[src/cim_params.svh]
`ifndef CIM_PARAMS_SVH
`define CIM_PARAMS_SVH

// Crossbar geometry
`define XBAR_SIZE   16
`define OUT_COLS    4
`define INPUT_SIZE  12

// Datapath widths
`define DATA_W      8
`define ACC_W       20  // 16 products of 255 x 255 fit
`define ADDR_W      4

`endif

[src/cim_pkg.sv]
`default_nettype none

package cim_pkg;

    typedef enum logic [1:0] {
        ST_IDLE,
        ST_WAIT,     // Waiting for the clear to be granted
        ST_LOAD,
        ST_HANDOFF
    } ctrl_state_e;

    typedef enum logic [1:0] {
        OP_NONE,
        OP_CLEAR,
        OP_INPUT,
        OP_WEIGHT
    } xbar_op_e;

endpackage

`default_nettype wire

[src/cim_apb_regs.sv]
`default_nettype none
`include "cim_params.svh"

module cim_apb_regs import cim_pkg::*; (
    input  wire                               clk,
    input  wire                               rst,
    input  wire                               i_psel,
    input  wire                               i_penable,
    input  wire                               i_pwrite,
    input  wire        [11:0]                 i_paddr,
    input  wire        [31:0]                 i_pwdata,
    input  wire                               i_ctrl_busy,
    input  wire                               i_done_pulse,
    input  wire        [$clog2(`INPUT_SIZE)-1:0] i_in_idx,
    input  wire        [`ACC_W-1:0]           i_acc_data,
    output logic       [31:0]                 o_prdata,
    output logic                              o_pready,
    output logic                              o_start,
    output logic       [`DATA_W-1:0]          o_in_data,
    output logic       [$clog2(`OUT_COLS)-1:0] o_acc_col,
    output logic                              o_wreq,
    output xbar_op_e                          o_wop,
    output logic       [`ADDR_W-1:0]          o_wrow,
    output logic       [$clog2(`OUT_COLS)-1:0] o_wcol,
    output logic       [`DATA_W-1:0]          o_wdata
);

    localparam int IDX_W = $clog2(`INPUT_SIZE);
    localparam int COL_W = $clog2(`OUT_COLS);

    localparam logic [11:0] CTRL_ADDR   = 12'h000;
    localparam logic [11:0] STATUS_ADDR = 12'h004;
    localparam logic [11:0] IN_BASE     = 12'h040;
    localparam logic [11:0] W_BASE      = 12'h400;
    localparam logic [11:0] ACC_BASE    = 12'h800;

    logic [`DATA_W-1:0] in_buf [`INPUT_SIZE];
    logic               done;
    logic               wr_en;
    logic               rd_en;
    logic [11:0]        in_off;
    logic [11:0]        w_off;
    logic [11:0]        acc_off;
    logic               in_hit;
    logic               w_hit;
    logic               acc_hit;

    assign wr_en = i_psel && i_penable && i_pwrite;  // Access phase only
    assign rd_en = i_psel && i_penable && !i_pwrite;

    // Word offsets into each window
    assign in_off  = (i_paddr - IN_BASE) >> 2;
    assign w_off   = (i_paddr - W_BASE) >> 2;
    assign acc_off = (i_paddr - ACC_BASE) >> 2;

    assign in_hit  = (i_paddr >= IN_BASE) && (in_off < `INPUT_SIZE);
    assign w_hit   = (i_paddr >= W_BASE) && (w_off < `XBAR_SIZE * `OUT_COLS);
    assign acc_hit = (i_paddr >= ACC_BASE) && (acc_off < `OUT_COLS);

    assign o_pready = 1'b1;
    assign o_start  = wr_en && (i_paddr == CTRL_ADDR) && i_pwdata[0];

    // Weight writes go straight to the crossbar port
    assign o_wreq  = wr_en && w_hit;
    assign o_wop   = o_wreq ? OP_WEIGHT : OP_NONE;
    assign o_wcol  = w_off[COL_W-1:0];
    assign o_wrow  = w_off[COL_W +: `ADDR_W];  // Row above the column bits
    assign o_wdata = i_pwdata[`DATA_W-1:0];

    assign o_acc_col = acc_off[COL_W-1:0];
    assign o_in_data = in_buf[i_in_idx];

    always_ff @(posedge clk) begin
        if (wr_en && in_hit) begin
            in_buf[in_off[IDX_W-1:0]] <= i_pwdata[`DATA_W-1:0];
        end
    end

    always_ff @(posedge clk) begin
        if (rst) begin
            done <= 1'b0;
        end else if (i_done_pulse) begin
            done <= 1'b1;
        end else if (o_start && !i_ctrl_busy) begin
            done <= 1'b0;  // Only an accepted start clears it
        end
    end

    always_comb begin
        o_prdata = '0;
        if (rd_en) begin
            if (i_paddr == STATUS_ADDR) begin
                o_prdata = {30'b0, done, i_ctrl_busy};
            end else if (in_hit) begin
                o_prdata = 32'(in_buf[in_off[IDX_W-1:0]]);
            end else if (acc_hit) begin
                o_prdata = 32'(i_acc_data);
            end
        end
    end

endmodule

`default_nettype wire

[src/cim_port_arbiter.sv]
`default_nettype none
`include "cim_params.svh"

module cim_port_arbiter import cim_pkg::*; (
    input  wire                                i_apb_req,
    input  wire xbar_op_e                      i_apb_op,
    input  wire        [`ADDR_W-1:0]           i_apb_row,
    input  wire        [$clog2(`OUT_COLS)-1:0] i_apb_col,
    input  wire        [`DATA_W-1:0]           i_apb_data,
    input  wire                                i_ctl_req,
    input  wire xbar_op_e                      i_ctl_op,
    input  wire        [`ADDR_W-1:0]           i_ctl_row,
    input  wire        [`DATA_W-1:0]           i_ctl_data,
    output logic                               o_ctl_gnt,
    output xbar_op_e                           o_op,
    output logic       [`ADDR_W-1:0]           o_row,
    output logic       [$clog2(`OUT_COLS)-1:0] o_col,
    output logic       [`DATA_W-1:0]           o_data
);

    assign o_ctl_gnt = i_ctl_req && !i_apb_req;  // APB always wins

    always_comb begin
        o_op   = OP_NONE;
        o_row  = '0;
        o_col  = '0;
        o_data = '0;
        if (i_apb_req) begin
            o_op   = i_apb_op;
            o_row  = i_apb_row;
            o_col  = i_apb_col;
            o_data = i_apb_data;
        end else if (i_ctl_req) begin
            o_op   = i_ctl_op;
            o_row  = i_ctl_row;
            o_data = i_ctl_data;  // Column unused for clear and input
        end
    end

endmodule

`default_nettype wire

[src/cim_layer_ctrl.sv]
`default_nettype none
`include "cim_params.svh"

module cim_layer_ctrl import cim_pkg::*; (
    input  wire                                 clk,
    input  wire                                 rst,
    input  wire                                 i_start,
    input  wire                                 i_gnt,
    input  wire        [`DATA_W-1:0]            i_in_data,
    input  wire                                 i_next_busy,
    output logic                                o_req,
    output xbar_op_e                            o_op,
    output logic       [`ADDR_W-1:0]            o_row,
    output logic       [`DATA_W-1:0]            o_data,
    output logic       [$clog2(`INPUT_SIZE)-1:0] o_in_idx,
    output logic                                o_busy,
    output logic                                o_done_pulse,
    output logic                                o_next_start
);

    localparam int IDX_W = $clog2(`INPUT_SIZE);
    localparam logic [IDX_W-1:0] LAST_IDX = IDX_W'(`INPUT_SIZE - 1);

    ctrl_state_e      state;
    ctrl_state_e      next_state;
    logic [IDX_W-1:0] in_cnt;
    logic [IDX_W-1:0] next_in_cnt;

    always_ff @(posedge clk) begin
        if (rst) begin
            state  <= ST_IDLE;
            in_cnt <= '0;
        end else begin
            state  <= next_state;
            in_cnt <= next_in_cnt;
        end
    end

    always_comb begin
        next_state  = state;
        next_in_cnt = in_cnt;
        case (state)
            ST_IDLE: begin
                if (i_start) begin
                    next_state  = ST_WAIT;
                    next_in_cnt = '0;
                end
            end
            ST_WAIT: begin
                if (i_gnt) begin  // Clear accepted
                    next_state = ST_LOAD;
                end
            end
            ST_LOAD: begin
                if (i_gnt) begin
                    if (in_cnt == LAST_IDX) begin
                        next_state  = ST_HANDOFF;
                        next_in_cnt = '0;
                    end else begin
                        next_in_cnt = in_cnt + 1'b1;
                    end
                end
            end
            ST_HANDOFF: begin
                if (!i_next_busy) begin
                    next_state = ST_IDLE;
                end
            end
            default: next_state = ST_IDLE;
        endcase
    end

    // Request held until granted, nothing moves in between
    assign o_req  = (state == ST_WAIT) || (state == ST_LOAD);
    assign o_op   = (state == ST_WAIT) ? OP_CLEAR :
                    (state == ST_LOAD) ? OP_INPUT : OP_NONE;
    assign o_row  = `ADDR_W'(in_cnt);  // One tile, row equals input index
    assign o_data = i_in_data;
    assign o_in_idx = in_cnt;

    assign o_busy       = (state != ST_IDLE);
    assign o_next_start = (state == ST_HANDOFF) && !i_next_busy;
    assign o_done_pulse = o_next_start;

endmodule

`default_nettype wire

[src/cim_xbar.sv]
`default_nettype none
`include "cim_params.svh"

module cim_xbar import cim_pkg::*; (
    input  wire                                clk,
    input  wire                                rst,
    input  wire xbar_op_e                      i_op,
    input  wire        [`ADDR_W-1:0]           i_row,
    input  wire        [$clog2(`OUT_COLS)-1:0] i_col,
    input  wire        [`DATA_W-1:0]           i_data,
    input  wire        [$clog2(`OUT_COLS)-1:0] i_rd_col,
    output logic       [`ACC_W-1:0]            o_rd_acc
);

    logic [`DATA_W-1:0]   weights [`XBAR_SIZE][`OUT_COLS];
    logic [`ACC_W-1:0]    acc [`OUT_COLS];
    logic [2*`DATA_W-1:0] prod [`OUT_COLS];

    // Weight memory
    always_ff @(posedge clk) begin
        if (i_op == OP_WEIGHT) begin
            weights[i_row][i_col] <= i_data;
        end
    end

    always_comb begin
        for (int c = 0; c < `OUT_COLS; c++) begin
            prod[c] = i_data * weights[i_row][c];
        end
    end

    // Every column accumulates in parallel
    always_ff @(posedge clk) begin
        if (rst) begin
            for (int c = 0; c < `OUT_COLS; c++) begin
                acc[c] <= '0;
            end
        end else begin
            for (int c = 0; c < `OUT_COLS; c++) begin
                case (i_op)
                    OP_CLEAR: acc[c] <= '0;
                    OP_INPUT: acc[c] <= acc[c] + prod[c];
                    default:  acc[c] <= acc[c];
                endcase
            end
        end
    end

    assign o_rd_acc = acc[i_rd_col];

endmodule

`default_nettype wire

[src/cim_layer_top.sv]
`default_nettype none
`include "cim_params.svh"

module cim_layer_top import cim_pkg::*; (
    input  wire         clk,
    input  wire         rst,
    input  wire         i_psel,
    input  wire         i_penable,
    input  wire         i_pwrite,
    input  wire  [11:0] i_paddr,
    input  wire  [31:0] i_pwdata,
    output logic [31:0] o_prdata,
    output logic        o_pready,
    input  wire         i_next_busy,
    output logic        o_next_start
);

    localparam int IDX_W = $clog2(`INPUT_SIZE);
    localparam int COL_W = $clog2(`OUT_COLS);

    logic               start;
    logic               ctrl_busy;
    logic               done_pulse;
    logic [IDX_W-1:0]   in_idx;
    logic [`DATA_W-1:0] in_data;
    logic [COL_W-1:0]   acc_col;
    logic [`ACC_W-1:0]  acc_data;

    // APB side of the port
    logic               apb_req;
    xbar_op_e           apb_op;
    logic [`ADDR_W-1:0] apb_row;
    logic [COL_W-1:0]   apb_col;
    logic [`DATA_W-1:0] apb_data;

    // Controller side of the port
    logic               ctl_req;
    logic               ctl_gnt;
    xbar_op_e           ctl_op;
    logic [`ADDR_W-1:0] ctl_row;
    logic [`DATA_W-1:0] ctl_data;

    // Granted access
    xbar_op_e           x_op;
    logic [`ADDR_W-1:0] x_row;
    logic [COL_W-1:0]   x_col;
    logic [`DATA_W-1:0] x_data;

    cim_apb_regs u_regs (
        .clk          (clk),
        .rst          (rst),
        .i_psel       (i_psel),
        .i_penable    (i_penable),
        .i_pwrite     (i_pwrite),
        .i_paddr      (i_paddr),
        .i_pwdata     (i_pwdata),
        .i_ctrl_busy  (ctrl_busy),
        .i_done_pulse (done_pulse),
        .i_in_idx     (in_idx),
        .i_acc_data   (acc_data),
        .o_prdata     (o_prdata),
        .o_pready     (o_pready),
        .o_start      (start),
        .o_in_data    (in_data),
        .o_acc_col    (acc_col),
        .o_wreq       (apb_req),
        .o_wop        (apb_op),
        .o_wrow       (apb_row),
        .o_wcol       (apb_col),
        .o_wdata      (apb_data)
    );

    cim_port_arbiter u_arb (
        .i_apb_req  (apb_req),
        .i_apb_op   (apb_op),
        .i_apb_row  (apb_row),
        .i_apb_col  (apb_col),
        .i_apb_data (apb_data),
        .i_ctl_req  (ctl_req),
        .i_ctl_op   (ctl_op),
        .i_ctl_row  (ctl_row),
        .i_ctl_data (ctl_data),
        .o_ctl_gnt  (ctl_gnt),
        .o_op       (x_op),
        .o_row      (x_row),
        .o_col      (x_col),
        .o_data     (x_data)
    );

    cim_layer_ctrl u_ctrl (
        .clk          (clk),
        .rst          (rst),
        .i_start      (start),
        .i_gnt        (ctl_gnt),
        .i_in_data    (in_data),
        .i_next_busy  (i_next_busy),
        .o_req        (ctl_req),
        .o_op         (ctl_op),
        .o_row        (ctl_row),
        .o_data       (ctl_data),
        .o_in_idx     (in_idx),
        .o_busy       (ctrl_busy),
        .o_done_pulse (done_pulse),
        .o_next_start (o_next_start)
    );

    cim_xbar u_xbar (
        .clk      (clk),
        .rst      (rst),
        .i_op     (x_op),
        .i_row    (x_row),
        .i_col    (x_col),
        .i_data   (x_data),
        .i_rd_col (acc_col),
        .o_rd_acc (acc_data)
    );

endmodule

`default_nettype wire

[config.mk]
export PLATFORM = sky130hd
export DESIGN_NAME = cim_layer_top
export DESIGN_NICKNAME = d
export VERILOG_FILES = /design/src/cim_pkg.sv /design/src/cim_apb_regs.sv /design/src/cim_port_arbiter.sv /design/src/cim_layer_ctrl.sv /design/src/cim_xbar.sv /design/src/cim_layer_top.sv
export VERILOG_INCLUDE_DIRS = /design/src
export SDC_FILE = /design/constraint.sdc
export NUM_CORES = 1
export LEC_CHECK = 0
export ABC_AREA = 1
export BUFFER_PORTS_ARGS = -buffer_cell sky130_fd_sc_hd__buf_2
export CAP_MARGIN = 20
export CORE_MARGIN = 2
export CORE_UTILIZATION = 40
export CTS_CLUSTER_DIAMETER = 100
export DETAILED_ROUTE_END_ITERATION = 6
export PLACE_DENSITY = 0.55
export SYNTH_ARGS = -nofsm -noshare
export SYNTH_HDL_FRONTEND = slang
export SYNTH_SLANG_ARGS = --single-unit
[constraint.sdc]
create_clock -name clk -period 10.6 [get_ports clk]
set_input_delay 0.53 -clock clk [delete_from_list [all_inputs] [get_ports clk]]
set_output_delay 0.53 -clock clk [all_outputs]
set_load 0.05 [all_outputs]
* After elaboration in Yosys (flattened, before gate mapping)
Memory sizes are Yosys's and may differ from the RTL's. A register that Yosys moved wholly into a read port is not among the register bits.
Index checks and enable logic that the tools add are counted.
** Cells by class
- $mul :: 4
- Muxes and demuxes :: 56
- Add/subtract/negate cells :: 8
- Magnitude comparators :: 8
- Bitwise gates (word level) :: 13
- Equality and inequality tests :: 13
- Reductions and logical operators :: 27
** Operators with widths (count)
- $mux 20 :: 13
- $mux 32 :: 4
- $add 20x16->20 :: 4
- $mul 8x8->16 :: 4
- $mux 4 :: 7
- $mux 8 :: 3
- $mux 2 :: 10
- $demux 8 s2 :: 1
- $mux 1 :: 16
- $logic_and 1x1->1 :: 14
- $eq 12x3->1 const B :: 1
- $ge 12x11->1 const B :: 1
- $ge 12x12->1 const B :: 1
- $ge 12x7->1 const B :: 1
- $logic_not 12->1 :: 1
- $or 1x1->1 :: 12
- $sub 12x11->12 const B :: 1
- $sub 12x12->12 const B :: 1
- $sub 12x7->12 const B :: 1
- $lt 10x3->1 const B :: 1
- $lt 10x4->1 const B :: 1
- $lt 10x7->1 const B :: 1
- $eq 2x2->1 const B :: 4
- $ne 2x2->1 const B :: 4
- other kinds (16) :: 22
** Storage, ports and cells
- Memories :: 3
- Word-level logic and storage cells :: 135
- Memory bits (writable) :: 688
- Register bits :: 7
- Output and inout bits :: 34
- Input port bits :: 50
** Memory list
- u_xbar.weights :: depth 16, bits a word 32, rd ports 1, clocked after Yosys merged registers in 0, write ports 1, line cim_xbar.sv:15 : logic [`DATA_W-1:0] weights [`XBAR_SIZE][`OUT_COLS];
- u_regs.in_buf :: depth 12, bits a word 8, rd ports 2, clocked after Yosys merged registers in 1, write ports 1, line cim_apb_regs.sv:37 : logic [`DATA_W-1:0] in_buf [`INPUT_SIZE];
- u_xbar.acc :: depth 4, bits a word 20, rd ports 5, clocked after Yosys merged registers in 0, write ports 4, line cim_xbar.sv:16 : logic [`ACC_W-1:0] acc [`OUT_COLS];

* Depth between registers and ports, before layout
Gate-level depths: netlist of run 1.
- Word-level depth :: 12
- Gate-level depth with buffers :: 34
- Gate-level depth less buffers :: 32

* By module
Synthesis of run 1 repeated with hierarchy kept, for this count alone.
** Second synthesis, totals
- Cell total of the unflattened synthesis :: 4475
- Area, all modules :: 41428.5 um2
** By module, submodules not included
- cim_xbar :: cells an instance 3642, sequential area each 17777.0 um2, instances 1, area an instance 34778.4 um2
- cim_apb_regs :: cells an instance 696, sequential area each 2902.8 um2, instances 1, area an instance 5823.1 um2
- cim_layer_ctrl :: cells an instance 84, sequential area each 120.1 um2, instances 1, area an instance 559.3 um2
- cim_port_arbiter :: cells an instance 53, sequential area each 0.0 um2, instances 1, area an instance 267.8 um2

* Worst setup path before layout of run 1
OpenSTA, ideal clock, no wires.
- Kind :: input-to-reg
- Start :: input i_psel
- End :: memory u_xbar.acc[1][19] (netlist name), data pin
- Setup time :: 255 ps
- Required time :: 10345 ps
- Stages on the path :: 25
- Data arrival time :: 6346 ps
- Path buffers :: 2
- Setup slack :: 3999 ps
- Path through :: nand2_1 nor2_4 nand3_4 buf_2 nand2_4 a31oi_1 a21oi_4 inv_2 clkbuf_1 nand2_1 fa_1 inv_1 fa_1 inv_1 fa_1 fa_1 inv_1 ha_1 o21ai_0 o21ai_0 nand3_1 nand2_1 nand3_1 a21oi_1 nor2_1
** RTL lines
- start, declared :: line cim_layer_top.sv:7 : input wire i_psel,
- end, declared :: line cim_xbar.sv:16

==> impl_metrics.ini, run 1 <==
[run_status]
outcome = complete, but fails checks
violations = design-rule violations

[yosys]
synth_enable_flop_cells = 688
syn_area_mm2 = 0.0427
ys_ff_latch = 699
ys_async_sr_fraction_pct = 0
synth.most_common_cell = nand2_1
synth_top_area_cell = edfxtp_1
yosys_warnings = 0
yosysUniqueCellTypes = 50
avgSynthCellArea_um2 = 9.32
synth-main-ff-cell = edfxtp_1
synth_commonest_cells = 1,277 x nand2_1, 778 x inv_1, 688 x edfxtp_1
yosysSeqAreaShare_pct = 48.9
synthTopCellsByArea = edfxtp_1 48%, nand2_1 11%, fa_1 9.4%
synth_cells = 4582
synth_top_area_share_pct = 48.4

[sta]
hold_slack_ns = 0.147
rsz0062_at_grt = no
slew_headroom_pct = 30.1
hold_violations = 0
fin_crit_sh_pct = 75.1
fmax_mhz = 126
tightest_slew_ns = 1.05
slew_violations = 0
setup_viol = 0
skew_ns = 0.0562
min_period_ns = 7.96
setup_tns_ns = 0

[floorplanning]
rows = 119
die_w_um = 331
initial_utilization_pct = 40.4
ios = 84
die_h_um = 331
core_area_mm2 = 0.106
dieArea_mm2 = 0.109

[layout]
postLayoutCoreUtil_pct = 44.5
nets = 5000
layout-drive-gt1-share_pct = 7.54
final_cells = 6034
diodes = 0
area_growth_pct = 10.1
final_area_mm2 = 0.0470

[pwr]
swShare_pct = 31.1
peakVddDrop_mv = 0.143
clkPwrFrac_pct = 36.7
p_comb_share_pct = 22.9
pwr-share-seq_pct = 40.4
power_density_mw_per_mm2 = 168
p_int_uw = 5460
p_leak_uw = 0.0209
power_switching_uw = 2460

[detailed_routing]
routed_wl_um = 116000
drc = 1
vias_per_cell = 5.08
first_iter_violations = 2176
wl_per_cell_um = 19.3
dr.pass1.iters = 7
via_count = 30700
ant_nets = 0

[setup_path]
end_kind = flip-flop
worstSetupStartpointType = flip-flop
slowest_delay_ns = 0.64
slowest_stage = o21ai_0
critPathArrivalTime_ns = 8.39
worstSetupPathType = flip-flop to flip-flop
required_ns = 11.03
crit_fanout = 138
path_common_cell = nand2_1

[global_routing]
grtUsageTotal_pct = 21.5
grt_overflow = 0
grt_pass1_wl_um = 179000
antenna_found_initial = 0
grt_pass1_vias = 30300
grt_max_degree = 139

[clock_network]
cts_buffers = 84
post_cts_resized = 0
holdBufCountCts = 0
cts_max_level = 3
cts_buffer_depth = 3
cts_setup_buffers = 0
cts_tree = yes
clkLatencyLatePin_ns = 0.68
cts_sinks = 699
cts_root_buf = clkbuf_16
clk_pin_slew_ns = 0.06

[place]
place_congestion = 0.839
dpl_cell_area_mm2 = 0.0442
dp_hpwl_um = 76300
dp.cells = 5883
io_buffers = 46

[worst_hold_path]
hold_class = input port to flip-flop

[run]
maxCapViolations = 0
## path summary, 6_finish.rpt
path / from / end / slack, ns / depth (start not counted)
max: u_ctrl.state[0] / u_xbar.acc[0][19] / 2.64 / 29
max reg2reg: u_ctrl.state[0] / u_xbar.acc[0][19] / 2.64 / 29
min: i_next_busy / u_regs.done / 0.15 / 4
min reg2reg: u_regs.done / u_regs.done / 0.49 / 2
## critical path: cells and delay by family (launching register included)
kind	cells	cell delay [ns]
adder cells (fa/ha/maj)	6	2.76
AND/OR/NAND/NOR	14	2.58
AO/OA/AOI/OAI	4	1.03
buffers and inverters	5	0.75
flip-flops	1	0.38
## cell type report
class                   count  area [um^2]
clock buffers             109         2230
clock inverters            42          537
fillers                 10200        58600
inverters                 787         2970
multi-input cells        2913        18000
flip-flops and latches    699        20900
well taps                1391         1740
repair buffers             93          633
## power groups by stage
stage	sequential, uW	clock [uW]	combinational (uW)
global route	3200	3050	2090
finish	3200	2900	1820
floorplan	3250	0	1300
detailed placement	3260	0	1810
global placement	3260	0	1770
CTS	3200	2960	1820
## placed cells by master, fill, tap and decap left out, drive strengths merged, types with 3 or more instances in the layout
cell,instances
a21o,7
a21oi,117
a22oi,5
a31oi,16
and2,3
buf,93
bufinv,8
clkbuf,109
clkinv,37
clkinvlp,3
conb,13
dfxtp,11
edfxtp,688
fa,200
ha,172
inv,781
nand2,1310
nand3,94
nand3b,128
nand4,11
nor2,296
nor3,172
o21a,5
o21ai,250
o21bai,8
o22ai,94
## flip-flops by register name, summed over array words and instances (netlist names), named ones only
register	cells
u_ctrl.state	2
u_xbar.weights	512
u_regs.in_buf	96
u_ctrl.o_in_idx	4
u_regs.done	1
u_xbar.acc	80
## routing by layer
metal	up-vias	GRT usage (%)	wire length, um
li1	14800	-	-
met1	14800	28.9	51800
met2	832	36.1	55100
met3	180	3.07	6030
met4	0	6.82	3420
met5	-	0	0
## kinds of logic after synthesis
family,count (synthesis),synth area share (%)
other,2,0.0176
AOI/OAI and AO/OA,509,6.59
and+or+nand+nor,2017,20.9
adders and majority gates,372,14.4
buffers and inverters,981,9.15
xor gates and xnor gates,2,0.0410
DFF,699,48.9
## metrics by stage
stage | power (uW) | setup WS, ns
final | 7920 | 2.64
after global routing | 8350 | 1.98
after CTS | 7980 | 2.66
after detailed placement | 5070 | 2.39
after global placement | 5030 | 2.46
after floorplan | 4550 | 4.00
(Power assumes the default switching activity.)
==> run 2, diff against run 1 <==
clock period = 8 ns   (was 10.6 ns; I/O delays follow)
==> impl_metrics.ini, run 2 (synthesis results as in run 1) <==
[layout]
regMostFlops = u_xbar.weights
layout_common_cells = 1,273 x nand2_1, 773 x inv_1, 688 x edfxtp_1
final_cells = 6062
diodes = 0
area_growth_pct = 10.3
nets = 5026
final_area_mm2 = 0.0471
layout_commonest_cell = nand2_1
largest_reg_flops = 512
postLayoutCoreUtil_pct = 44.6
layout-drive-gt1-share_pct = 8.18
nFillCells = 10200

[global_routing]
grtUsageTotal_pct = 22.1
grt_max_degree = 162
grt_pass1_wl_um = 182000
grt_overflow = 0
antenna_found_initial = 0
grt_pass1_vias = 30500

[setup_path]
required_ns = 8.44
crit_fanout = 82
end_kind = flip-flop
slowest_stage = o21ai_0
critPathArrivalTime_ns = 7.40
path_common_cell = nand2_1
worstSetupStartpointType = flip-flop
worstSetupPathType = flip-flop to flip-flop
slowest_delay_ns = 0.67

[clock_network]
clkLatencyLatePin_ns = 0.69
cts_setup_buffers = 0
cts_buffers = 84
holdBufCountCts = 1
clk_pin_slew_ns = 0.06
cts_root_buf = clkbuf_16
cts_tree = yes
cts_buffer_depth = 3
cts_max_level = 3
post_cts_resized = 0
cts_sinks = 699

[floorplanning]
initial_utilization_pct = 40.4
die_h_um = 331
dieArea_mm2 = 0.109
die_w_um = 331
core_area_mm2 = 0.106
ios = 84
rows = 119

[detailed_routing]
drc = 0
vias_per_cell = 5.11
wl_per_cell_um = 19.7
via_count = 31000
dr.pass1.iters = 7
routed_wl_um = 119000
ant_nets = 0
first_iter_violations = 2506

[sta]
setup_viol = 0
fmax_mhz = 144
tightest_slew_ns = 1.14
min_period_ns = 6.96
slew_violations = 0
skew_ns = 0.0507
rsz0062_at_grt = no
hold_violations = 0
slew_headroom_pct = 23.5
setup_tns_ns = 0
fin_crit_sh_pct = 87.0

[place]
dpl_cell_area_mm2 = 0.0445
io_buffers = 46
dp.cells = 5908
place_congestion = 0.841
dp_hpwl_um = 79400

[worst_hold_path]
hold_class = input port to flip-flop

[pwr]
power_uw = 10300
p_leak_uw = 0.0210
peakVddDrop_mv = 0.179
power_density_mw_per_mm2 = 220

[run_status]
outcome = completed

[run]
maxCapViolations = 0
run 2: cell count changes in the layout (fill, tap and decap cells not counted), moves of 2 or more:
cell	previous run	this run
clkinv_16	3	1
buf_4	43	64
inv_6	1	4
clkinvlp_4	3	7
clkinv_2	17	25
bufinv_16	8	2
clkinv_1	14	19
buf_12	4	7
clkbuf_1	23	13
run 2: layout make-up:
type	instances	area [um^2]	area share, %
Clock buffer	98	2180	4.62
Sequential cell	699	20900	44.3
Tap cell	1391	1740	3.70
Inverter	787	2970	6.30
Multi-Input combinational cell	2913	18000	38.3
Timing Repair Buffer	119	888	1.89
Clock inverter	55	424	0.901
run 2: routing by layer:
layer / routed length [um] / GRT usage [%] / vias to the layer above
li1: - / - / 14900
met1: 52900 / 30.3 / 15100
met5: 0 / 0 / -
met2: 56700 / 36.8 / 892
met3: 6370 / 2.63 / 177
met4: 3280 / 6.56 / 0
run 2: final timing paths:
kind,startpoint,end,slack [ns],cells after the start
worst max-delay path,u_ctrl.state[0],u_xbar.acc[1][19],1.04,29
worst min-delay path,rst,u_regs.done,0.05,2
worst max register to register,u_ctrl.state[0],u_xbar.acc[1][19],1.04,29
worst min register to register,u_regs.done,u_regs.done,0.48,2
run 2: metrics by stage:
step           setup slack [ns]  hold slack, ns
3_5_place_dp              0.849           0.472
6_report                   1.04          0.0455
3_3_place_gp              0.924           0.469
2_1_floorplan              1.53           0.447
5_1_grt                   0.576          0.0236
4_1_cts                    1.04         0.00431
run 2: where the power goes:
group	total [uW]	internal [uW]	switching, uW
clock network	3640	2030	1610
logic	2460	795	1670
registers	4230	4210	23.5
run 2: critical path: cells and delay by family (launching register included):
| family | cells | cell delay, ns |
|---|---|---|
| buf+inv | 5 | 0.58 |
| compound gates | 4 | 1.05 |
| flops | 1 | 0.38 |
| fa+ha+maj | 6 | 2.68 |
| simple gates | 14 | 1.92 |
